`config.mk`:
```
export PLATFORM = sky130hd
export DESIGN_NAME = rv_exec_core
export DESIGN_NICKNAME = d
export VERILOG_FILES = /design/src/rv_pkg.sv /design/src/op_queue.sv /design/src/rv_decoder.sv /design/src/rv_exec_core.sv /design/src/rv_executor.sv
export VERILOG_INCLUDE_DIRS = /design/src /design/src/src
export SDC_FILE = /design/constraint.sdc
export NUM_CORES = 2
export LEC_CHECK = 0
export BUFFER_PORTS_ARGS = -buffer_cell sky130_fd_sc_hd__buf_2
export CORE_ASPECT_RATIO = 0.9
export CORE_MARGIN = 2
export CORE_UTILIZATION = 64
export DETAILED_ROUTE_END_ITERATION = 10
export GPL_ROUTABILITY_DRIVEN = 1
export PLACE_DENSITY_LB_ADDON = 0.05
export SLEW_MARGIN = 20
export SYNTH_ARGS = -nofsm -noshare
export SYNTH_HDL_FRONTEND = slang
export SYNTH_HIERARCHICAL = 1
export SYNTH_SLANG_ARGS = --single-unit
```
`constraint.sdc`:
```
create_clock -name clock -period 10.23 [get_ports clock]
set_clock_uncertainty 0.15 [all_clocks]
set_input_delay 0.5115 -clock clock [delete_from_list [all_inputs] [get_ports clock]]
set_output_delay 0.5115 -clock clock [all_outputs]
set_load 0.02 [all_outputs]
```
`src/rv_consts.svh`:
```
// ~~~~~~~~~~~~~~~~~~~~~~~~~~~~~~
// Widths, RV32I opcodes and function codes for the execution engine
// ~~~~~~~~~~~~~~~~~~~~~~~~~~~~~~
`ifndef RV_CONSTS_SVH
`define RV_CONSTS_SVH

`define RV_XLEN            32
`define RV_REG_ADDR_W      5
`define RV_OP_QUEUE_DEPTH  4

`define OP_REG     7'b0110011
`define OP_IMM     7'b0010011
`define OP_LUI     7'b0110111
`define OP_AUIPC   7'b0010111
`define OP_JAL     7'b1101111
`define OP_JALR    7'b1100111
`define OP_BRANCH  7'b1100011

`define F7_BASE    7'b0000000  // ADD, SRL and the rest
`define F7_ALT     7'b0100000  // SUB and SRA
`define F3_ADD     3'b000
`define F3_SLL     3'b001
`define F3_SR      3'b101      // SRL or SRA by funct7

`define F3_BEQ     3'b000
`define F3_BNE     3'b001
`define F3_BLT     3'b100
`define F3_BGE     3'b101
`define F3_BLTU    3'b110
`define F3_BGEU    3'b111

`endif

```
`src/rv_pkg.sv`:
```
// ~~~~~~~~~~~~~~~~~~~~~~~~~~~~~~
// Shared types for the decoder, op queue and executor
// ~~~~~~~~~~~~~~~~~~~~~~~~~~~~~~
`default_nettype none
`include "rv_consts.svh"

package rv_pkg;

  typedef struct packed {
    logic [6:0]                  funct7;
    logic [`RV_REG_ADDR_W-1:0]   rs2;
    logic [`RV_REG_ADDR_W-1:0]   rs1;
    logic [2:0]                  funct3;
    logic [`RV_REG_ADDR_W-1:0]   rd;
    logic [6:0]                  opcode;
  } instr_r_t;

  typedef struct packed {
    logic [11:0]                 imm12;  // Also upper bits of the U immediate
    logic [`RV_REG_ADDR_W-1:0]   rs1;
    logic [2:0]                  funct3;
    logic [`RV_REG_ADDR_W-1:0]   rd;
    logic [6:0]                  opcode;
  } instr_i_t;

  // Same word, two field layouts
  typedef union packed {
    instr_r_t r;
    instr_i_t i;
  } instr_word_u;

  // Encoded as {funct7[5], funct3}
  typedef enum logic [3:0] {
    ALU_ADD  = 4'b0000,
    ALU_SUB  = 4'b1000,
    ALU_SLL  = 4'b0001,
    ALU_SLT  = 4'b0010,
    ALU_SLTU = 4'b0011,
    ALU_XOR  = 4'b0100,
    ALU_SRL  = 4'b0101,
    ALU_SRA  = 4'b1101,
    ALU_OR   = 4'b0110,
    ALU_AND  = 4'b0111
  } alu_op_e;

  typedef struct packed {
    instr_word_u                 instr;
    logic [`RV_XLEN-1:0]         pc;
  } instr_in_t;

  typedef struct packed {
    logic [`RV_XLEN-1:0]         pc;
    logic [`RV_XLEN-1:0]         imm;        // Sign-extended
    logic [`RV_REG_ADDR_W-1:0]   rs1;
    logic [`RV_REG_ADDR_W-1:0]   rs2;
    logic [`RV_REG_ADDR_W-1:0]   rd;
    alu_op_e                     alu_op;
    logic                        op1_pc;     // Op1 is pc, else rs1
    logic                        op2_imm;    // Op2 is imm, else rs2
    logic [2:0]                  funct3;
    logic                        branch;
    logic                        jump;
    logic                        writes_rd;
    logic                        illegal;
  } decoded_op_t;

  typedef struct packed {
    logic [`RV_REG_ADDR_W-1:0]   rd;
    logic [`RV_XLEN-1:0]         value;
    logic                        wen;
    logic                        taken;
    logic                        illegal;
    logic [`RV_XLEN-1:0]         next_pc;
  } exec_result_t;

endpackage

`default_nettype wire

```
`src/op_queue.sv`:
```
// ~~~~~~~~~~~~~~~~~~~~~~~~~~~~~~
// Circular FIFO of decoded ops between decoder and executor
// ~~~~~~~~~~~~~~~~~~~~~~~~~~~~~~
`timescale 1ns/1ps
`default_nettype none
`include "rv_consts.svh"

module op_queue import rv_pkg::*; #(
  parameter int DEPTH = `RV_OP_QUEUE_DEPTH
) (
  input  logic        clock,
  input  logic        reset_n,
  input  logic        push,
  input  decoded_op_t push_op,
  input  logic        pop,
  output decoded_op_t head_op,
  output logic        full,
  output logic        empty
);

  localparam int PTR_W = (DEPTH > 1) ? $clog2(DEPTH) : 1;
  localparam int CNT_W = $clog2(DEPTH + 1);

  decoded_op_t        slots [DEPTH];
  logic [PTR_W-1:0]   wr_ptr;
  logic [PTR_W-1:0]   rd_ptr;
  logic [CNT_W-1:0]   count;
  logic               do_push;
  logic               do_pop;

  assign do_push = push && !full;
  assign do_pop  = pop && !empty;
  assign full    = (count == CNT_W'(DEPTH));
  assign empty   = (count == '0);
  assign head_op = slots[rd_ptr];

  always_ff @(posedge clock) begin
    if (do_push) slots[wr_ptr] <= push_op;
  end

  always_ff @(posedge clock or negedge reset_n) begin
    if (!reset_n) begin
      wr_ptr <= '0;
      rd_ptr <= '0;
      count  <= '0;
    end else begin
      if (do_push) wr_ptr <= (wr_ptr == PTR_W'(DEPTH - 1)) ? '0 : wr_ptr + 1'b1;
      if (do_pop)  rd_ptr <= (rd_ptr == PTR_W'(DEPTH - 1)) ? '0 : rd_ptr + 1'b1;
      if (do_push && !do_pop) count <= count + 1'b1;
      else if (do_pop && !do_push) count <= count - 1'b1;  // Both leaves count as is
    end
  end

endmodule

`default_nettype wire

```
`src/rv_decoder.sv`:
```
// ~~~~~~~~~~~~~~~~~~~~~~~~~~~~~~
// Input req/ack port and RV32I decode into queue records
// ~~~~~~~~~~~~~~~~~~~~~~~~~~~~~~
`timescale 1ns/1ps
`default_nettype none
`include "rv_consts.svh"

module rv_decoder import rv_pkg::*; (
  input  logic        clock,
  input  logic        reset_n,
  input  logic        in_req,
  input  instr_in_t   in_instr,
  output logic        in_ack,
  input  logic        full,
  output logic        push,
  output decoded_op_t op
);

  instr_word_u          word;
  logic [`RV_XLEN-1:0]  imm_i;
  logic [`RV_XLEN-1:0]  imm_u;
  logic [`RV_XLEN-1:0]  imm_b;
  logic [`RV_XLEN-1:0]  imm_j;
  logic                 reg_ok;
  logic                 imm_ok;

  assign word  = in_instr.instr;
  assign imm_i = {{20{word.i.imm12[11]}}, word.i.imm12};
  assign imm_u = {word.i.imm12, word.i.rs1, word.i.funct3, 12'b0};
  assign imm_b = {{20{word.r.funct7[6]}}, word.r.rd[0], word.r.funct7[5:0],
                  word.r.rd[4:1], 1'b0};
  assign imm_j = {{12{word.i.imm12[11]}}, word.i.rs1, word.i.funct3,
                  word.i.imm12[0], word.i.imm12[10:1], 1'b0};

  // Only SUB and SRA may use the alternate funct7
  assign reg_ok = (word.r.funct7 == `F7_BASE) ||
                  ((word.r.funct7 == `F7_ALT) &&
                   ((word.r.funct3 == `F3_ADD) || (word.r.funct3 == `F3_SR)));
  assign imm_ok = (word.r.funct3 == `F3_SLL) ? (word.r.funct7 == `F7_BASE) :
                  (word.r.funct3 == `F3_SR)  ? ((word.r.funct7 == `F7_BASE) ||
                                                (word.r.funct7 == `F7_ALT)) : 1'b1;

  assign push = in_req && !in_ack && !full;  // Accept edge

  always_ff @(posedge clock or negedge reset_n) begin
    if (!reset_n) begin
      in_ack <= 1'b0;
    end else if (push) begin
      in_ack <= 1'b1;
    end else if (!in_req) begin
      in_ack <= 1'b0;
    end
  end

  always_comb begin
    op         = '0;
    op.pc      = in_instr.pc;
    op.rs1     = word.r.rs1;
    op.rs2     = word.r.rs2;
    op.rd      = word.r.rd;
    op.funct3  = word.r.funct3;
    op.alu_op  = ALU_ADD;
    op.op2_imm = 1'b1;
    op.imm     = imm_i;
    case (word.r.opcode)
      `OP_REG: begin
        op.alu_op    = alu_op_e'({word.r.funct7[5], word.r.funct3});
        op.op2_imm   = 1'b0;
        op.writes_rd = 1'b1;
        op.illegal   = !reg_ok;
      end
      `OP_IMM: begin
        op.alu_op    = (word.r.funct3 == `F3_SR) ?
                       alu_op_e'({word.r.funct7[5], word.r.funct3}) :
                       alu_op_e'({1'b0, word.r.funct3});
        op.writes_rd = 1'b1;
        op.illegal   = !imm_ok;
      end
      `OP_LUI: begin
        op.rs1       = '0;  // x0 plus upper immediate
        op.imm       = imm_u;
        op.writes_rd = 1'b1;
      end
      `OP_AUIPC: begin
        op.op1_pc    = 1'b1;
        op.imm       = imm_u;
        op.writes_rd = 1'b1;
      end
      `OP_JAL: begin
        op.op1_pc    = 1'b1;
        op.imm       = imm_j;
        op.jump      = 1'b1;
        op.writes_rd = 1'b1;
      end
      `OP_JALR: begin
        op.jump      = 1'b1;
        op.writes_rd = 1'b1;
        op.illegal   = (word.r.funct3 != `F3_ADD);
      end
      `OP_BRANCH: begin
        op.op1_pc    = 1'b1;  // ALU forms the target
        op.imm       = imm_b;
        op.branch    = 1'b1;
        op.illegal   = (word.r.funct3 == 3'b010) || (word.r.funct3 == 3'b011);
      end
      default: op.illegal = 1'b1;  // Loads, stores, system, MUL/DIV
    endcase
    if (op.illegal) begin
      op.writes_rd = 1'b0;
      op.branch    = 1'b0;
      op.jump      = 1'b0;
    end
  end

endmodule

`default_nettype wire

```
`src/rv_exec_core.sv`:
```
// ~~~~~~~~~~~~~~~~~~~~~~~~~~~~~~
// Engine top: decoder feeds the op queue, executor drains it
// ~~~~~~~~~~~~~~~~~~~~~~~~~~~~~~
`timescale 1ns/1ps
`default_nettype none

module rv_exec_core import rv_pkg::*; (
  input  logic         clock,
  input  logic         reset_n,
  input  logic         in_req,
  input  instr_in_t    in_instr,
  output logic         in_ack,
  output logic         out_req,
  input  logic         out_ack,
  output exec_result_t out_result
);

  logic         push;
  logic         pop;
  logic         full;
  logic         empty;
  decoded_op_t  dec_op;   // Decoder to queue
  decoded_op_t  head_op;  // Queue to executor

  rv_decoder u_decoder (
    .clock    (clock),
    .reset_n  (reset_n),
    .in_req   (in_req),
    .in_instr (in_instr),
    .in_ack   (in_ack),
    .full     (full),
    .push     (push),
    .op       (dec_op)
  );

  op_queue u_queue (
    .clock    (clock),
    .reset_n  (reset_n),
    .push     (push),
    .push_op  (dec_op),
    .pop      (pop),
    .head_op  (head_op),
    .full     (full),
    .empty    (empty)
  );

  rv_executor u_executor (
    .clock      (clock),
    .reset_n    (reset_n),
    .empty      (empty),
    .head_op    (head_op),
    .pop        (pop),
    .out_req    (out_req),
    .out_ack    (out_ack),
    .out_result (out_result)
  );

endmodule

`default_nettype wire

```
`src/rv_executor.sv`:
```
// ~~~~~~~~~~~~~~~~~~~~~~~~~~~~~~
// Register file, ALU and branch unit; results leave on a req/ack port
// ~~~~~~~~~~~~~~~~~~~~~~~~~~~~~~
`timescale 1ns/1ps
`default_nettype none
`include "rv_consts.svh"

module rv_executor import rv_pkg::*; (
  input  logic         clock,
  input  logic         reset_n,
  input  logic         empty,
  input  decoded_op_t  head_op,
  output logic         pop,
  output logic         out_req,
  input  logic         out_ack,
  output exec_result_t out_result
);

  logic [`RV_XLEN-1:0]  regs [2**`RV_REG_ADDR_W];
  logic [`RV_XLEN-1:0]  rs1_val;
  logic [`RV_XLEN-1:0]  rs2_val;
  logic [`RV_XLEN-1:0]  op1;
  logic [`RV_XLEN-1:0]  op2;
  logic [`RV_XLEN-1:0]  alu_out;
  logic [`RV_XLEN-1:0]  pc_plus4;
  logic                 cond;
  logic                 start;
  exec_result_t         res;

  function automatic logic [`RV_XLEN-1:0] alu_exec(input alu_op_e alu_op,
                                                   input logic [`RV_XLEN-1:0] a,
                                                   input logic [`RV_XLEN-1:0] b);
    case (alu_op)
      ALU_ADD:  return a + b;
      ALU_SUB:  return a - b;
      ALU_SLL:  return a << b[4:0];
      ALU_SLT:  return ($signed(a) < $signed(b)) ? `RV_XLEN'(1) : '0;
      ALU_SLTU: return (a < b) ? `RV_XLEN'(1) : '0;
      ALU_XOR:  return a ^ b;
      ALU_SRL:  return a >> b[4:0];
      ALU_SRA:  return $signed(a) >>> b[4:0];
      ALU_OR:   return a | b;
      ALU_AND:  return a & b;
      default:  return '0;
    endcase
  endfunction

  function automatic logic branch_cond(input logic [2:0] funct3,
                                       input logic [`RV_XLEN-1:0] a,
                                       input logic [`RV_XLEN-1:0] b);
    case (funct3)
      `F3_BEQ:  return a == b;
      `F3_BNE:  return a != b;
      `F3_BLT:  return $signed(a) < $signed(b);
      `F3_BGE:  return $signed(a) >= $signed(b);
      `F3_BLTU: return a < b;
      `F3_BGEU: return a >= b;
      default:  return 1'b0;
    endcase
  endfunction

  // x0 is hardwired
  assign rs1_val = (head_op.rs1 == '0) ? '0 : regs[head_op.rs1];
  assign rs2_val = (head_op.rs2 == '0) ? '0 : regs[head_op.rs2];

  assign op1      = head_op.op1_pc  ? head_op.pc  : rs1_val;
  assign op2      = head_op.op2_imm ? head_op.imm : rs2_val;
  assign alu_out  = alu_exec(head_op.alu_op, op1, op2);
  assign pc_plus4 = head_op.pc + `RV_XLEN'(4);
  assign cond     = branch_cond(head_op.funct3, rs1_val, rs2_val);

  always_comb begin
    res.rd      = head_op.rd;
    res.value   = head_op.jump ? pc_plus4 : alu_out;  // Link value for JAL/JALR
    res.wen     = head_op.writes_rd && (head_op.rd != '0);
    res.taken   = head_op.jump || (head_op.branch && cond);
    res.illegal = head_op.illegal;
    res.next_pc = res.taken ? {alu_out[`RV_XLEN-1:1], 1'b0} : pc_plus4;
  end

  // New op only when the previous result is fully acknowledged
  assign start = !empty && !out_req && !out_ack;
  assign pop   = start;

  always_ff @(posedge clock or negedge reset_n) begin
    if (!reset_n) begin
      out_req <= 1'b0;
    end else if (start) begin
      out_req <= 1'b1;
    end else if (out_req && out_ack) begin
      out_req <= 1'b0;
    end
  end

  always_ff @(posedge clock) begin
    if (start) out_result <= res;
  end

  always_ff @(posedge clock or negedge reset_n) begin
    if (!reset_n) begin
      for (int i = 0; i < 2**`RV_REG_ADDR_W; i++) begin
        regs[i] <= '0;
      end
    end else if (start && res.wen) begin
      regs[res.rd] <= res.value;
    end
  end

endmodule

`default_nettype wire

```
-- Word level (Yosys, flattened, before mapping)
Memory sizes are Yosys's and may differ from the RTL's.
Cells that the tools add are included.
W data, S select, Z words.
- register bits: 1105
- bits in writable memories: 368
- input port bits: 68
- logic and storage cells: 189
- memories: 1
- $add $sub $neg: 7
- $lt $le $gt $ge: 10
- eq/ne operators: 32
- shift operators: 3
- mux-type cells: 42
- bitwise operators: 6
- reduce and logical (&&, ||, !) cells: 44
- memories (memory ; depth ; width ; read ports ; clocked after memory_dff ; wr ports ; RTL line ; source):
    u_queue.slots ; 4 ; 92 ; 1 ; 0 ; 1 ; op_queue.sv:24 ; decoded_op_t slots [DEPTH];
- operator list (cell ; count):
    $bwmux W1024 ; 1
    $mux W32 ; 11
    $bmux W32 S5 ; 2
    $pmux W32 S10 ; 1
    $demux W32 S5 ; 1
    $lt A32 B32 Y1 ; 4
    $pmux W31 S3 ; 1
    $ge A32 B32 Y1 ; 2
    $add A32 B3 Y32 const B ; 1
    $add A32 B32 Y32 ; 1
    $and A32 B32 Y32 ; 1
    $eq A32 B32 Y1 ; 1
    $ne A32 B32 Y1 ; 1
    $or A32 B32 Y32 ; 1
    $shl A32 B5 Y32 ; 1
    $shr A32 B5 Y32 ; 1
    $sshr A32 B5 Y32 ; 1
    $sub A32 B32 Y32 ; 1
    $xor A32 B32 Y32 ; 1
    $eq A7 B6 Y1 const B ; 3
    $eq A7 B7 Y1 const B ; 3
    $eq A3 B3 Y1 const B ; 6
    $ge A6 B6 Y1 const B ; 3
    $not A5 Y6 ; 3
    other kinds (34) ; 92

-- Longest topological paths before layout
An unclocked memory read counts as a cell.
- word-level depth: 12
- depth in mapped cells: 34
- mapped depth without buffers: 20

-- Cells and area by module
Netlist, hierarchy kept.
- by module, submodules not included (module ; times used ; cells an instance ; area an instance (um2) ; seq. area each (um2)):
    rv_executor ; 1 ; 6437 ; 68301.8 ; 27811.7
    op_queue ; 1 ; 518 ; 13777.0 ; 11225.8
    rv_decoder ; 1 ; 143 ; 1042.2 ; 25.0

-- Least setup slack after synthesis
Ideal clock, no wire load.
- path kind: in2reg
- start: input port out_ack
- end: register u_executor/regs[834] (netlist bit)
- setup time: 0.125 ns
- arrival: 7.833 ns
- required time: 9.955 ns
- setup slack: 2.123 ns
- stages: 7
- path buffers: 2
- cells stage by stage: nor3_1 and3_1 clkbuf_1 nand2_1 nor2_1 dlygate4sd3_1 mux2_2
- cells in the longest elaborated chain, start to end: 3
- ends and longest elaborated chain (item ; RTL line ; source):
    start, declared ; rv_exec_core.sv:14 ; input logic out_ack,
    $logic_not A1 Y1 ; rv_executor.sv:82 ; assign start = !empty && !out_req && !out_ack;
    $logic_and A1 B1 Y1 ; rv_executor.sv:82 ;
    $logic_and A1 B1 Y1 ; rv_executor.sv:104 ; end else if (start && res.wen) begin
    end signal, assigned by index ; rv_executor.sv:105 ; regs[res.rd] <= res.value;
    end, declared ; rv_executor.sv:19 ; logic [`RV_XLEN-1:0] regs [2**`RV_REG_ADDR_W];
No other way between the ends.
A chain may end at the register's enable or synchronous reset.

==> flow_metrics.tcl <==
set metrics [dict create \
    cts_buffers 149 \
    synth_top_family_by_area "multiplexers" \
    port_buffers 141 \
    cts_tree "done" \
    synth_edf_count 440 \
    drt-initial-drc-count 11227 \
    avgRoutedWirePerCell_um 37.1 \
    path_clk_slew_ns 0.06 \
    max_freq_mhz 108 \
    crit_path_start_kind "flop" \
    crit_arrival_ns 9.74 \
    yosysSeqAreaShare_pct 47.0 \
    synth_mux_area_share_pct 21.9 \
    post_cts_buffers 0 \
    synth_nets 7305 \
    post-route-period-util_pct 90.3 \
    grt.total_usage_pct 49.3 \
    place.detailed.hpwl_um 220000 \
    viasPerCell 7.68 \
    synthCells 7098 \
    slowest_delay_ns 1.08 \
    layout-drive-gt1-share_pct 22.3 \
    start_util_pct 64.4 \
    finalHoldViolCount 0 \
    multi_input_area_mm2 0.0404 \
    die-area_mm2 0.133 \
    fill_cells 8753 \
    layout.nets 7175 \
    synth_fa_ha_area_share_pct 2.12 \
    crit_end "u_executor/regs[821]$_DFFE_PN0P_" \
    rsz0062_at_grt "no" \
    place_congestion 1.13 \
    crit_required_ns 10.72 \
    min_period_ns 9.24 \
    min_path_type "primary input to flop" \
    setup_viol 0 \
    area_delta_synth_final_pct 8.88 \
    ios 142 \
    run_status "completed" \
    crit-reg2reg-launch "u_queue/rd_ptr[0]$_DFFE_PN0P_" \
    criticalPathCategory "flop to flop" \
    reg2reg_to "u_executor/regs[821]$_DFFE_PN0P_" \
    htree_num_levels 4 \
    ys_ff_latch 1473 \
    startpoint "u_queue/rd_ptr[0]$_DFFE_PN0P_" \
    antenna_found_initial 22 \
    synth_compound_area_share_pct 13.8 \
    overflow 0 \
    core_mm2 0.129 \
    syn_avg_cell_area_um2 11.7 \
    grt_max_degree 176 \
    insertion_delay_ns 0.82 \
    drc 0 \
    crit_path_end_kind "flop" \
    critPathMaxFanout 32 \
    synth_top_flop_cell "dfrtp_1" \
    async_flop_share_pct 70.1 \
    design_area_mm2 0.0905 \
    regArea_mm2 0.0391 \
    clock_path_buffers 3 \
    cap_violations 0 \
    synthSimpleGateAreaFrac_pct 9.42 \
    cts_root_buf "clkbuf_16" \
    wl_um 327000 \
    clkSinkCount 1473 \
    synth-xor-area-share_pct 0.527 \
    ys_types 116 \
    grt_pass1_wl_um 467000 \
    drv_slew 0 \
    cts_resized 0 \
    row_count 125 \
    relSlewSlack_pct 12.1 \
    setup_tns_ns 0 \
    grt_pass1_vias 65319 \
    netlist_area_mm2 0.0831 \
    rr_worst_depth 21 \
    postPlaceCellArea_mm2 0.0849 \
    ant_nets 0 \
    fp.dieH_um 346 \
    tightestPinTransition_ns 1.32 \
    crit_chain "buf_4 > mux4_4 > buf_4 > mux4_2 > mux2i_1 > or2_2 > o21ai_0 > inv_1 > ha_1 > a21oi_1 > o21bai_1 > a2111oi_0 > o41ai_1 > buf_4 > o21ai_0 > a21oi_1 > o21ai_0 > o2111ai_1 > o41ai_4 > buf_4 > o21ai_0" \
    r2r_slack_ns 0.99 \
    vias 67607 \
    drt-pass1-iter-count 6 \
    die_w_um 384 \
    ys_warn_count 6 \
    cp_slowest_cell "mux4_4" \
]
## per-layer routing
layer / global-route usage (%) / part of all wire, % / vias up
li1: - / - / 26499
met1: 66.4 / 35 / 33900
met4: 29.7 / 7.5 / 26
met3: 18.7 / 15 / 1289
met2: 67.9 / 42 / 5893
met5: 0.254 / 0.065 / -
## cells by family (layout without fill, tap and decap cells)
| kind of cell | count (synthesis) | in the layout |
|---|---|---|
| AOI/OAI and AO/OA | 1747 | 1747 |
| xor gates and xnor gates | 50 | 50 |
| adders and majority gates | 139 | 139 |
| buffers and inverters | 855 | 841 |
| DFF | 1473 | 1473 |
| muxes | 1053 | 1053 |
| other | 0 | 6 |
| and+or+nand+nor | 1781 | 1781 |
## final cells by class
type                    count  area share [%]
well taps                1714            2.37
diodes                      6          0.0166
repair buffers            436            3.75
flip-flops and latches   1473            43.2
inverters                 138           0.582
clock inverters            58           0.726
clock buffers             209            4.73
multi-input cells        4770            44.7
## cell usage in the layout (no fill, tap or decap), types with 30 or more instances in the layout
cell type      count
a211oi_1          38
and3_1            34
and2_1            48
o21ai_1           82
mux2i_1          251
nand4_1           33
o211ai_1          30
clkbuf_16        152
o221ai_1          36
nor3_1            88
clkbuf_1          31
nand3_1           53
nor2_1           584
a22oi_1           42
mux2_2           189
nor2_4            32
nand2_1          688
nor2b_1           36
mux4_2           558
mux2_4            30
buf_2            140
a21oi_1          357
a31oi_1          186
buf_4            209
ha_1             136
a22o_1            47
dlygate4sd3_1     60
or2_2             39
inv_1            125
a21o_1            51
o22ai_1           74
o21ai_0          348
dfrtp_1         1031
edfxtp_1         440
o31ai_1          128
## through the flow
stage / worst slack [ns] / hold slack [ns] / instances / util [%]
finish: 0.988 / 0.0596 / 8804 / 70.1
global route: 0.974 / 0.0698 / 8798 / 70.1
CTS: 1.48 / 0.0209 / 8798 / 70.1
detailed placement: 1.49 / 0.215 / 8471 / 65.8
global placement: 1.01 / 0.212 / 8471 / 65.8
floorplan: 2.12 / 0.0659 / 7098 / -
## timing repair
action | 4_1_cts | 5_1_grt
hold endpoints to repair | 357 | 0
endpoints found under the setup margin | 0 | 0
hold buffers | 60 | 0
## registers in the layout, summed over array words and instances (netlist names)
signal / flops
u_decoder/in_ack: 1
u_executor/out_req: 1
u_executor/out_result: 72
u_executor/regs: 1024
u_queue/count: 3
u_queue/rd_ptr: 2
u_queue/slots: 368
u_queue/wr_ptr: 2
## critical path, delay by kind of cell (launching register included)
kind            cells  cell delay, ns
mux                 3            1.67
compound gates     11            3.99
buf+inv             5            1.74
simple gates        1            0.39
flops               1            0.74
fa+ha+maj           1            0.30
## synthesized netlist by cell type, types with 51 or more instances
master,number,area share [%]
dfrtp_1,1033,31
nand2_1,697,3.1
nor2_1,617,2.8
mux4_2,566,15
edfxtp_1,440,16
clkbuf_1,424,1.9
a21oi_1,357,2.1
o21ai_0,349,2.1
mux2i_1,253,3.0
mux2_2,189,2.6
a31oi_1,188,1.4
ha_1,136,2.0
o31ai_1,135,1.2
inv_1,125,0.56
buf_2,117,0.70
nor3_1,91,0.55
o21ai_1,85,0.51
o22ai_1,75,0.56
buf_4,70,0.63
nand3_1,54,0.33
a21o_1,51,0.46
and2_1,51,0.38
## how the worst min path moves through the flow
stage / start / endpoint / slack [ns] / cells after the start
after floorplan: reset_n / u_decoder/in_ack$_DFFE_PN0P_ / 0.07 / 0
after global placement: u_executor/regs[996]$_DFFE_PN0P_ / u_executor/regs[996]$_DFFE_PN0P_ / 0.21 / 0
after detailed placement: u_executor/regs[996]$_DFFE_PN0P_ / u_executor/regs[996]$_DFFE_PN0P_ / 0.21 / 0
after CTS: in_instr[62] / u_queue/slots[3][58]$_DFFE_PP_ / 0.02 / 2
after global routing: in_instr[62] / u_queue/slots[3][38]$_DFFE_PP_ / 0.07 / 2
final: in_instr[62] / u_queue/slots[3][58]$_DFFE_PP_ / 0.06 / 2
Power is left out: the tool's default activity adds up to more than one toggle a clock period on the data nets, which glitch-free logic cannot reach.
